## src/hw/huff_pkg.sv

```systemverilog
`default_nettype none

package huff_pkg;

  localparam int NODE_ADDR_W = 7;                 // 128 tree nodes
  localparam int CHAR_W = 8;                      // 256 codebook entries
  localparam int MAX_DEPTH = 16;                  // longest code the walker can build
  localparam int DEPTH_W = 5;
  localparam int NODE_COUNT = 1 << NODE_ADDR_W;
  localparam int CB_COUNT = 1 << CHAR_W;

  // child entry: bit 8 clear is a character, 10b + index is an internal node
  typedef logic [8:0] entry_t;

  localparam entry_t ENTRY_EMPTY = 9'h180;

  typedef struct packed {
    entry_t left;
    entry_t right;
  } node_t;

  typedef struct packed {
    logic                 valid;
    logic [DEPTH_W-1:0]   len;
    logic [MAX_DEPTH-1:0] code;                   // right aligned, first step in the top used bit
  } cb_entry_t;

  localparam logic [11:0] REG_CTRL = 12'h000;
  localparam logic [11:0] REG_STATUS = 12'h004;
  localparam logic [11:0] REG_ROOT = 12'h008;
  localparam logic [11:0] NODE_BASE = 12'h400;
  localparam logic [11:0] CB_BASE = 12'h800;

  localparam logic [1:0] RESP_OKAY = 2'b00;
  localparam logic [1:0] RESP_SLVERR = 2'b10;

  function automatic logic entry_is_char(entry_t e);
    return !e[8];
  endfunction

  function automatic logic entry_is_node(entry_t e);
    return e[8] && !e[7];                         // anything else with bit 8 set counts as empty
  endfunction

endpackage

`default_nettype wire
```

## src/hw/axil_regs.sv

```systemverilog
`default_nettype none

module axil_regs (
  input  wire logic                          clk,
  input  wire logic                          rst,
  input  wire logic [11:0]                   awaddr,
  input  wire logic                          awvalid,
  output logic                               awready,
  input  wire logic [31:0]                   wdata,
  input  wire logic [3:0]                    wstrb,
  input  wire logic                          wvalid,
  output logic                               wready,
  output logic [1:0]                         bresp,
  output logic                               bvalid,
  input  wire logic                          bready,
  input  wire logic [11:0]                   araddr,
  input  wire logic                          arvalid,
  output logic                               arready,
  output logic [31:0]                        rdata,
  output logic [1:0]                         rresp,
  output logic                               rvalid,
  input  wire logic                          rready,
  output logic                               start,
  output logic [huff_pkg::NODE_ADDR_W-1:0]   root,
  output logic                               node_we,
  output logic [huff_pkg::NODE_ADDR_W-1:0]   node_waddr,
  output huff_pkg::node_t                    node_wdata,
  output logic [huff_pkg::CHAR_W-1:0]        cb_raddr,
  input  wire huff_pkg::cb_entry_t           cb_rdata,
  input  wire logic                          busy,
  input  wire logic                          done,
  input  wire logic [7:0]                    codes
);
  import huff_pkg::*;

  logic        wr_hs;
  logic        rd_hs;
  logic [11:0] aw_word;
  logic [11:0] ar_word;
  logic        aw_node;
  logic        aw_cb;
  logic        ar_cb;
  logic        ar_reg;
  logic        cb_pend;                           // codebook RAM read in flight
  logic        done_flag;

  assign wr_hs = awready && awvalid && wready && wvalid;
  assign rd_hs = arready && arvalid;
  assign aw_word = {awaddr[11:2], 2'b00};
  assign ar_word = {araddr[11:2], 2'b00};
  assign aw_node = (awaddr[11:9] == NODE_BASE[11:9]); // 0x400 up to 0x5fc
  assign aw_cb = (awaddr[11:10] == CB_BASE[11:10]);
  assign ar_cb = (araddr[11:10] == CB_BASE[11:10]);
  assign ar_reg = (ar_word == REG_CTRL) || (ar_word == REG_STATUS) || (ar_word == REG_ROOT);

  // the RAM samples the address on the accepting edge
  assign cb_raddr = araddr[CHAR_W+1:2];

  always_ff @(posedge clk, posedge rst) begin
    if (rst) begin
      awready <= 1'b0;
      wready <= 1'b0;
      bvalid <= 1'b0;
      bresp <= RESP_OKAY;
      start <= 1'b0;
      root <= '0;
      node_we <= 1'b0;
      done_flag <= 1'b0;
    end else begin
      awready <= awvalid && wvalid && !awready && !bvalid;
      wready <= awvalid && wvalid && !awready && !bvalid;
      start <= 1'b0;
      node_we <= 1'b0;
      if (bvalid && bready) begin
        bvalid <= 1'b0;
      end
      if (done) begin
        done_flag <= 1'b1;                        // held until the next start
      end
      if (wr_hs) begin
        bvalid <= 1'b1;
        bresp <= RESP_OKAY;
        if (aw_word == REG_CTRL) begin
          if (wstrb[0] && wdata[0]) begin
            start <= 1'b1;
            done_flag <= 1'b0;
          end
        end else if (aw_word == REG_ROOT) begin
          if (wstrb[0]) begin
            root <= wdata[NODE_ADDR_W-1:0];
          end
        end else if (aw_node) begin
          if (busy) begin
            bresp <= RESP_SLVERR;                 // tree is locked during a walk
          end else begin
            node_we <= &wstrb[2:0];
          end
        end else if (aw_word != REG_STATUS && !aw_cb) begin
          bresp <= RESP_SLVERR;
        end
      end
    end
  end

  always_ff @(posedge clk) begin
    if (wr_hs) begin
      node_waddr <= awaddr[NODE_ADDR_W+1:2];
      node_wdata <= node_t'(wdata[$bits(node_t)-1:0]);
    end
  end

  always_ff @(posedge clk, posedge rst) begin
    if (rst) begin
      arready <= 1'b0;
      rvalid <= 1'b0;
      rresp <= RESP_OKAY;
      cb_pend <= 1'b0;
    end else begin
      arready <= arvalid && !arready && !rvalid && !cb_pend;
      cb_pend <= 1'b0;
      if (rvalid && rready) begin
        rvalid <= 1'b0;
      end
      if (cb_pend) begin
        rvalid <= 1'b1;
        rresp <= RESP_OKAY;
      end
      if (rd_hs) begin
        if (ar_cb) begin
          cb_pend <= 1'b1;                        // one extra cycle for the RAM
        end else begin
          rvalid <= 1'b1;
          rresp <= ar_reg ? RESP_OKAY : RESP_SLVERR;
        end
      end
    end
  end

  always_ff @(posedge clk) begin
    if (cb_pend) begin
      rdata <= {cb_rdata.valid, 10'b0, cb_rdata.len, cb_rdata.code};
    end else if (rd_hs) begin
      case (ar_word)
        REG_STATUS: rdata <= {16'b0, codes, 6'b0, done_flag, busy};
        REG_ROOT: rdata <= 32'(root);
        default: rdata <= '0;
      endcase
    end
  end

endmodule

`default_nettype wire

```

## config.mk

```make
export PLATFORM = sky130hd
export DESIGN_NAME = axil_regs
export DESIGN_NICKNAME = d
export VERILOG_FILES = /design/src/hw/huff_pkg.sv /design/src/hw/axil_regs.sv
export SDC_FILE = /design/constraint.sdc
export NUM_CORES = 1
export LEC_CHECK = 0
export BUFFER_PORTS_ARGS = -buffer_cell sky130_fd_sc_hd__buf_2
export CAP_MARGIN = 20
export CELL_PAD_IN_SITES_DETAIL_PLACEMENT = 1
export CELL_PAD_IN_SITES_GLOBAL_PLACEMENT = 2
export CORE_MARGIN = 2
export CORE_UTILIZATION = 26
export DETAILED_ROUTE_END_ITERATION = 8
export PLACE_DENSITY_LB_ADDON = 0.1
export SLEW_MARGIN = 40
export SYNTH_ARGS = -nofsm -noshare
export SYNTH_HDL_FRONTEND = slang
export SYNTH_SLANG_ARGS = --single-unit
```

## constraint.sdc

```tcl
create_clock -name clk -period 5 [get_ports clk]
set_input_delay 1 -clock clk [delete_from_list [all_inputs] [get_ports clk]]
set_output_delay 1 -clock clk [all_outputs]
set_load 0.01 [all_outputs]
```

==> impl_metrics.py, run 1 <==
metrics = {
    "global_route": {
        "grt_overflow": 0,
        "grt_pass1_vias": 1995,
        "antenna_found_initial": 0,
        "grt_pass1_wl_mm": 10.68,
        "grt_max_degree": 35,
        "grt_use_total_pct": 12.73,
    },
    "sta": {
        "fmax_mhz": 415.8,
        "fin_skew_ns": 0.006836,
        "post-route-min-period_ns": 2.405,
        "setup_tns_ns": 0,
        "finalHoldViolCount": 0,
        "report.final.slew_viol_count": 0,
        "finalCritPeriodShare_pct": 48.10,
        "tightest_slew_ns": 0.6948,
        "setup_slack_ns": 2.595,
        "final-setup-viol-count": 0,
        "rsz0062_at_grt": "false",
        "slew_headroom_pct": 53.39,
    },
    "clock_tree": {
        "clkLatencyLatePin_ns": 0.34,
        "clock-root-buffer": "clkbuf_8",
        "post_cts_buffers": 0,
        "clk_pin_slew_ns": 0.08,
        "numCtsBuffers": 9,
        "cts_resized": 0,
        "clockBufferDepth": 2,
        "htreeDepth": 3,
        "cts_sinks": 65,
        "ctsHoldBuffers": 0,
        "cts_tree": "built",
    },
    "detailed_routing": {
        "via_per_inst": 4.200,
        "drtPass1Iterations": 4,
        "totalWireLength_mm": 6.880,
        "drtAntennaViolNets": 0,
        "post_drt_wl_per_cell_microns": 14.80,
        "via_count": 1953,
        "drc": 0,
        "drtIter0Drc": 86,
    },
    "logic_synthesis": {
        "synth_top_area_share_pct": 53.79,
        "syn_inst": 178,
        "synth_seq_cells": 65,
        "synth.area.top_cells": "edfxtp_1, dfrtp_1, buf_4",
        "synth_cell_type_count": 33,
        "synth_area_sq_um": 2624,
        "yosysTopAreaCell": "edfxtp_1",
        "yosysWarningCount": 0,
        "synth_seq_area_share_pct": 70.96,
        "syn_area_per_cell_sq_um": 14.74,
    },
    "layout": {
        "drive_above_1_share_pct": 55.42,
        "n_antenna_cell": 0,
        "final_common_cell": "buf_2",
        "areaGrowthSynthToFinish_pct": 40.30,
        "fillCellCount": 1113,
        "final_area_sq_um": 3681,
        "final_cell_mix": "buf_2, edfxtp_1, dfrtp_1",
        "layout.nets": 426,
    },
    "critical_path": {
        "crit_path_start_kind": "primary input",
        "crit_type": "in2reg",
        "cp.required_ns": 5.23,
        "critPathMaxFanout": 7,
        "endpoint_kind": "register",
        "cp.arrival_ns": 2.63,
    },
    "placed_design": {
        "hpwl_mm": 5.335,
        "gp_congestion": 0.6978,
        "post-place-ws_ns": 2.201,
        "place_area_sq_um": 3432,
        "io_buffer_count": 151,
    },
    "die": {
        "coreArea_sq_um": 9774,
        "initial_core_util_pct": 26.84,
        "row_count": 36,
        "die_h_microns": 104.5,
        "boundaryPins": 182,
        "die_w_microns": 104.5,
        "die_area_sq_um": 10910,
    },
    "run_status": {
        "status": "finished, final reports clean",
    },
    "hold_path": {
        "min_path_type": "reg2reg",
    },
    "job": {
        "drv_cap": 0,
    },
    "power_and_ir_drop": {
        "power.total_w": 0.001288,
        "p_leak_nw": 1.658,
        "power.density_nw_per_um2": 349.9,
        "peakVddDrop_v": 0.0001488,
    },
}
==> stage by stage <==
stage,util (%),std cells,hold WS (ns)
after floorplan,-,188,0.4711
after global placement,35.07,449,0.4531
after detailed placement,35.11,449,0.4538
after CTS,37.66,465,0.4717
after global routing,37.66,465,0.4896
final,37.66,465,0.4695
==> flip-flops by register name, indices dropped and copies added, names as in the netlist <==
| name | count |
|---|---|
| bvalid | 1 |
| cb_pend | 1 |
| root | 7 |
| node_we | 1 |
| start | 1 |
| wready | 1 |
| rresp | 2 |
| arready | 1 |
| rdata | 22 |
| node_wdata | 18 |
| done_flag | 1 |
| bresp | 1 |
| rvalid | 1 |
| node_waddr | 7 |
==> final cells by class <==
class	count	area (sq um)	share of cell area [%]
multi-input cells	93	613.1	16.66
clock buffers	9	123.9	3.365
flip-flops and latches	65	1863	50.61
inverters	5	18.77	0.5099
well taps	133	166.4	4.521
repair buffers	153	770.7	20.94
clock inverters	7	125.1	3.399
==> path summary, 6_finish.rpt <==
| path | cells after the start | slack [ns] | endpoint | start |
|---|---|---|---|---|
| max in group asynchronous | 2 | 3.96 | cb_pend | rst |
| worst max-delay path | 4 | 2.60 | root[2] | awaddr[6] |
| worst min-delay path | 1 | 0.47 | arready | rvalid |
| worst max register to register | 3 | 3.29 | root[2] | wready |
| worst min register to register | 1 | 0.47 | arready | rvalid |
| min in group asynchronous | 2 | 0.68 | root[2] | rst |
==> power by group <==
| group | switching, W | internal, W | leakage [nW] |
|---|---|---|---|
| registers | 0.0000108 | 0.000606 | 0.669 |
| logic | 0.0000640 | 0.0000508 | 0.865 |
| clock network | 0.000220 | 0.000336 | 0.124 |
| total | 0.000295 | 0.000993 | 1.66 |
==> per-layer routing <==
layer  vias up  global-route usage (%)  share of wire, %
met4         0                   4.923              0.77
met5         -                       0                 0
li1        937                       -                 -
met3         5                   3.634               7.3
met1       929                   15.10                41
met2        82                   21.76                51
==> cell usage after synthesis <==
master	instances
a211oi_1	1
a22o_1	8
a22oi_1	2
a31oi_1	1
and2_1	8
and4b_1	1
buf_2	1
buf_4	20
clkbuf_1	4
conb_1	1
dfrtp_1	18
edfxtp_1	47
inv_1	5
mux2_2	8
nand2_1	12
nand2b_1	3
nand3_1	5
nand4_1	5
nor2_1	1
nor2b_1	3
nor3_1	3
nor4_1	2
nor4_4	1
nor4b_1	1
o21ai_0	8
o31ai_1	2
o32a_1	1
or3_1	1
or3b_2	1
or4_1	1
or4_4	1
or4b_2	1
or4bb_1	1
==> cell families after synthesis <==
group	after synthesis	synth area share (%)
mux	8	3.434
buf+inv	30	7.200
simple gates	51	12.02
compound gates	23	6.247
flops	65	70.96
other cells	1	0.1429
==> critical path, cell delays in order <==
cell,delay (ns)
buf_2,0.10
or4_4,0.56
nor4_4,0.56
mux2_2,0.40
(Power assumes the default switching activity.)
==> run 2, diff against run 1 <==
Settings changed: CORE_UTILIZATION 26 to 22.
Clock period 5 ns to 2 ns, I/O delays scaled along.
==> run 2 against run 1 <==
Against the previous run: worst setup slack lost 2.3 ns; the flow now finishes with violations (DRC); utilization is 4.6 points lower; highest routed layer unchanged; sequential cell count did not move.
==> impl_metrics.py, run 2 (synthesis results as in run 1) <==
metrics = {
    "sta": {
        "final-setup-viol-count": 0,
        "whs_ns": 0.06090,
        "fmax_mhz": 575.1,
        "finalCritPeriodShare_pct": 86.94,
        "tightest_slew_ns": 0.5155,
        "post-route-min-period_ns": 1.739,
        "slew_headroom_pct": 65.57,
        "report.final.slew_viol_count": 0,
        "finalHoldViolCount": 0,
        "rsz0062_at_grt": "false",
        "fin_skew_ns": 0.01145,
    },
    "layout": {
        "reg_top3": "rdata (22), node_wdata (18)",
        "seqCellArea_sq_um": 1862,
        "final_area_sq_um": 3810,
        "drive_above_1_share_pct": 55.33,
        "top_register": "rdata",
        "n_antenna_cell": 0,
        "multiInputGateArea_sq_um": 610.6,
        "layout.nets": 432,
        "final_cell_mix": "buf_2, edfxtp_1, dfrtp_1",
        "areaGrowthSynthToFinish_pct": 45.21,
        "largest_register_ffs": 22,
        "utilization_pct": 33.08,
        "final_common_cell": "buf_2",
        "fillCellCount": 1287,
        "final_cells": 481,
    },
    "clock_tree": {
        "post_cts_buffers": 0,
        "cts_tree": "built",
        "clk_pin_slew_ns": 0.07,
        "clkLatencyLatePin_ns": 0.33,
        "clock-root-buffer": "clkbuf_16",
        "clockBufferDepth": 2,
        "ctsHoldBuffers": 0,
        "cts_resized": 0,
        "cts_sinks": 65,
        "numCtsBuffers": 9,
        "htreeDepth": 3,
    },
    "critical_path": {
        "crit_path_cell_trace": "buf_2 -> or4_4 -> or4_1 -> o32a_1",
        "cp.arrival_ns": 1.94,
        "critPathLaunch": "awaddr[6]",
        "regToRegStartpoint": "wready",
        "cp.required_ns": 2.20,
        "path_delay_family": "simple AND/OR/NAND/NOR gates",
        "critPathSlowestCell": "or4_4",
        "endpoint_kind": "register",
        "critPathMaxFanout": 3,
        "crit_type": "in2reg",
        "critPathMaxStageDelay_ns": 0.57,
        "crit_path_start_kind": "primary input",
        "critical_path_buf_inv_count": 1,
        "r2r_slack_ns": 0.39,
    },
    "detailed_routing": {
        "via_per_inst": 4.148,
        "drc": 8,
        "post_drt_wl_per_cell_microns": 15.73,
        "drtIter0Drc": 79,
        "drtAntennaViolNets": 0,
        "via_count": 1995,
        "totalWireLength_mm": 7.568,
        "drtPass1Iterations": 6,
    },
    "die": {
        "initial_core_util_pct": 22.78,
        "boundaryPins": 182,
        "die_h_microns": 113.2,
        "die_area_sq_um": 12820,
        "row_count": 39,
        "die_w_microns": 113.2,
        "coreArea_sq_um": 11520,
    },
    "placed_design": {
        "dp.cells": 465,
        "io_buffer_count": 151,
        "place_area_sq_um": 3486,
        "hpwl_mm": 5.804,
        "gp_congestion": 0.6695,
    },
    "hold_path": {
        "min_path_type": "in2async",
    },
    "run_status": {
        "status": "finished, violations left",
        "failed_checks": "DRC",
    },
    "global_route": {
        "grt_pass1_vias": 2116,
        "grt_use_total_pct": 11.93,
        "grt_pass1_wl_mm": 11.52,
        "grt_max_degree": 27,
        "antenna_found_initial": 0,
        "grt_overflow": 0,
    },
    "power_and_ir_drop": {
        "power.total_w": 0.003587,
        "p_leak_nw": 1.732,
        "power.density_nw_per_um2": 941.5,
        "peakVddDrop_v": 0.0002911,
    },
    "job": {
        "drv_cap": 0,
    },
}
## run 2: final timing paths
path | end | cells after the start
setup / recovery | done_flag | 4
min in group clk | bvalid | 2
setup reg to reg | done_flag | 3
hold / removal | bvalid | 2
hold reg to reg | wready | 1
max in group asynchronous | root[2] | 2
## run 2: final cells by class
type                            count  area share [%]
Clock inverter                      7           2.594
Sequential cell                    65           48.87
Inverter                            5          0.4926
Clock buffer                        9           5.911
Tap cell                          143           4.696
Multi-Input combinational cell     93           16.03
Timing Repair Buffer              159           21.41
## run 2: metal layers
layer	up-vias	track usage [%]	wire length, microns
met5	-	0	0
met4	0	4.634	116
met3	10	3.160	504
met2	82	20.52	3874
met1	953	14.24	3073
li1	950	-	-
## run 2: metrics by stage
step | setup TNS [ns] | setup slack, ns
final | 0 | 0.2612
after global routing | 0 | 0.2344
after CTS | 0 | 0.2670
after detailed placement | -0.3588 | -0.07433
after global placement | -0.1651 | -0.05390
after floorplan | 0 | 0.1042
## run 2: power by group
| group | switching (W) | internal, W |
|---|---|---|
| Combinational | 0.000169 | 0.000133 |
| Clock | 0.000637 | 0.00111 |
| Sequential | 0.0000265 | 0.00152 |
| Total | 0.000833 | 0.00275 |
==> run 3, diff against run 2 <==
--- a/config.mk
+++ b/config.mk
@@ -7,3 +7,2 @@
 export LEC_CHECK = 0
-export BUFFER_PORTS_ARGS = -buffer_cell sky130_fd_sc_hd__buf_2
 export CAP_MARGIN = 20
@@ -11,5 +10,5 @@
 export CELL_PAD_IN_SITES_GLOBAL_PLACEMENT = 2
-export CORE_MARGIN = 2
-export CORE_UTILIZATION = 22
+export CORE_UTILIZATION = 30
 export DETAILED_ROUTE_END_ITERATION = 8
+export DONT_BUFFER_PORTS = 1
 export PLACE_DENSITY_LB_ADDON = 0.1
--- a/constraint.sdc
+++ b/constraint.sdc
@@ -3,2 +3,2 @@
 set_output_delay 0.4 -clock clk [all_outputs]
-set_load 0.01 [all_outputs]
+set_load 0.1 [all_outputs]
==> run 3 against run 2 <==
Against the previous run: the run now ends clean; sequential power about the same; sequential share of layout area increased by 7.0 points; via count decreased by 16%; die area decreased by 29%; routed wire length decreased by 19%; fmax increased by 8.6%; final cell count decreased by 27%; non-clock buffer count decreased by 91; worst setup slack improved by 0.14 ns; highest routed layer unchanged.
==> impl_metrics.py, run 3 (synthesis results as in run 1) <==
metrics = {
    "run_status": {
        "status": "finished, final reports clean",
    },
    "clock_tree": {
        "clkLatencyLatePin_ns": 0.34,
        "cts_sinks": 65,
        "post_cts_buffers": 0,
        "htreeDepth": 3,
        "numCtsBuffers": 9,
        "clock-root-buffer": "clkbuf_8",
        "ctsHoldBuffers": 0,
        "clk_pin_slew_ns": 0.08,
        "clockBufferDepth": 2,
        "cts_resized": 0,
        "cts_tree": "built",
    },
    "detailed_routing": {
        "via_per_inst": 4.753,
        "drtIter0Drc": 39,
        "via_count": 1673,
        "post_drt_wl_per_cell_microns": 17.47,
        "drtAntennaViolNets": 0,
        "drtPass1Iterations": 4,
        "drc": 0,
        "totalWireLength_mm": 6.151,
    },
    "layout": {
        "final_cells": 352,
        "final_cell_mix": "buf_4, edfxtp_1, dfrtp_1",
        "final_area_sq_um": 3338,
        "final_common_cell": "buf_4",
        "largest_register_ffs": 22,
        "n_antenna_cell": 0,
        "drive_above_1_share_pct": 40.08,
        "reg_top3": "rdata (22), node_wdata (18)",
        "top_register": "rdata",
        "layout.nets": 341,
        "areaGrowthSynthToFinish_pct": 27.23,
    },
    "sta": {
        "fmax_mhz": 624.5,
        "tightest_slew_ns": 0.6999,
        "final-setup-viol-count": 0,
        "post-route-min-period_ns": 1.601,
        "fin_skew_ns": 0.01117,
        "finalCritPeriodShare_pct": 80.07,
        "setup_tns_ns": 0,
        "rsz0062_at_grt": "false",
        "finalHoldViolCount": 0,
        "slew_headroom_pct": 53.29,
        "report.final.slew_viol_count": 0,
        "whs_ns": 0.04750,
    },
    "job": {
        "drv_cap": 0,
    },
    "power_and_ir_drop": {
        "power.density_nw_per_um2": 1014,
        "peakVddDrop_v": 0.0004727,
        "switchingPower_w": 0.001181,
        "clkPwrFrac_pct": 33.3,
        "seqPwrFrac_pct": 46.3,
        "p_comb_share_pct": 20.4,
        "intPower_w": 0.002202,
        "power.total_w": 0.003384,
        "p_leak_nw": 1.349,
        "switching_share_pct": 34.92,
    },
    "die": {
        "die_w_microns": 95.52,
        "boundaryPins": 182,
        "die_h_microns": 95.52,
        "row_count": 33,
        "coreArea_sq_um": 8341,
        "die_area_sq_um": 9124,
        "initial_core_util_pct": 31.46,
    },
    "critical_path": {
        "regToRegStartpoint": "wready",
        "critPathLaunch": "awaddr[6]",
        "critPathSlowestCell": "or4_1",
        "critPathMaxFanout": 3,
        "endpoint_kind": "register",
        "path_delay_family": "simple AND/OR/NAND/NOR gates",
        "cp.arrival_ns": 1.82,
        "cp.required_ns": 2.22,
        "critical_path_buf_inv_count": 0,
        "crit_path_cell_trace": "or4_4 -> or4_1 -> o32a_1",
        "critPathMaxStageDelay_ns": 0.58,
        "crit_type": "in2reg",
        "crit_path_start_kind": "primary input",
    },
    "global_route": {
        "grt_use_total_pct": 13.74,
        "antenna_found_initial": 0,
        "grt_pass1_wl_mm": 8.852,
        "grt_overflow": 0,
        "grt_max_degree": 27,
        "grt_pass1_vias": 1683,
    },
    "placed_design": {
        "dp.cells": 336,
        "place_area_sq_um": 3137,
        "io_buffer_count": 0,
        "gp_congestion": 0.6838,
        "hpwl_mm": 4.767,
    },
    "hold_path": {
        "min_path_type": "in2async",
    },
}
[run 3: cell types whose count changed in the layout (fill, tap and decap cells not counted), sizes merged]
cell | before | now
buf | 159 | 68
inv | 9 | 7
clkinv | 1 | 3
clkinvlp | 0 | 1
bufinv | 2 | 1
[run 3: per-layer routing]
metal / vias to the layer above / part of all wire [%] / GRT usage [%]
li1: 761 / - / -
met1: 818 / 35 / 14.84
met2: 86 / 54 / 23.39
met3: 8 / 9.4 / 4.944
met4: 0 / 1.9 / 7.463
met5: - / 0 / 0
[run 3: worst register-to-register path, delay by kind of cell, from the launching register on]
family          cells  cell delay [ns]
compound gates      1             0.30
flops               1             0.36
simple gates        2             0.78
[run 3: cell type report]
type | count | area, sq um
Fill cell | 891 | 5002
Sequential cell | 65 | 1866
Multi-Input combinational cell | 93 | 610.6
Timing Repair Buffer | 68 | 510.5
Tap cell | 105 | 131.4
Clock buffer | 9 | 123.9
Clock inverter | 7 | 77.57
Inverter | 5 | 18.77
[run 3: final timing paths]
kind	cells after the start	to	slack [ns]
worst max-delay path	3	done_flag	0.40
worst min-delay path	1	bresp[1]	0.05
worst max register to register	3	done_flag	0.45
worst min register to register	1	arready	0.51
max in group asynchronous	1	wready	1.46
min in group clk	1	start	0.12
[run 3: power by group through the flow]
stage	clock network (W)	registers, W	logic [W]
global placement	0	0.00159	0.000690
CTS	0.00117	0.00157	0.000695
finish	0.00113	0.00157	0.000690
detailed placement	0	0.00160	0.000694
global route	0.00123	0.00157	0.000713
floorplan	0	0.00200	0.000264
[run 3: per-stage QoR]
| stage | utilization, % | setup slack (ns) |
|---|---|---|
| after floorplan | - | 0.05161 |
| after global placement | 37.59 | 0.05456 |
| after detailed placement | 37.61 | 0.03669 |
| after CTS | 40.02 | 0.4048 |
| after global routing | 40.02 | 0.3402 |
| final | 40.02 | 0.3986 |
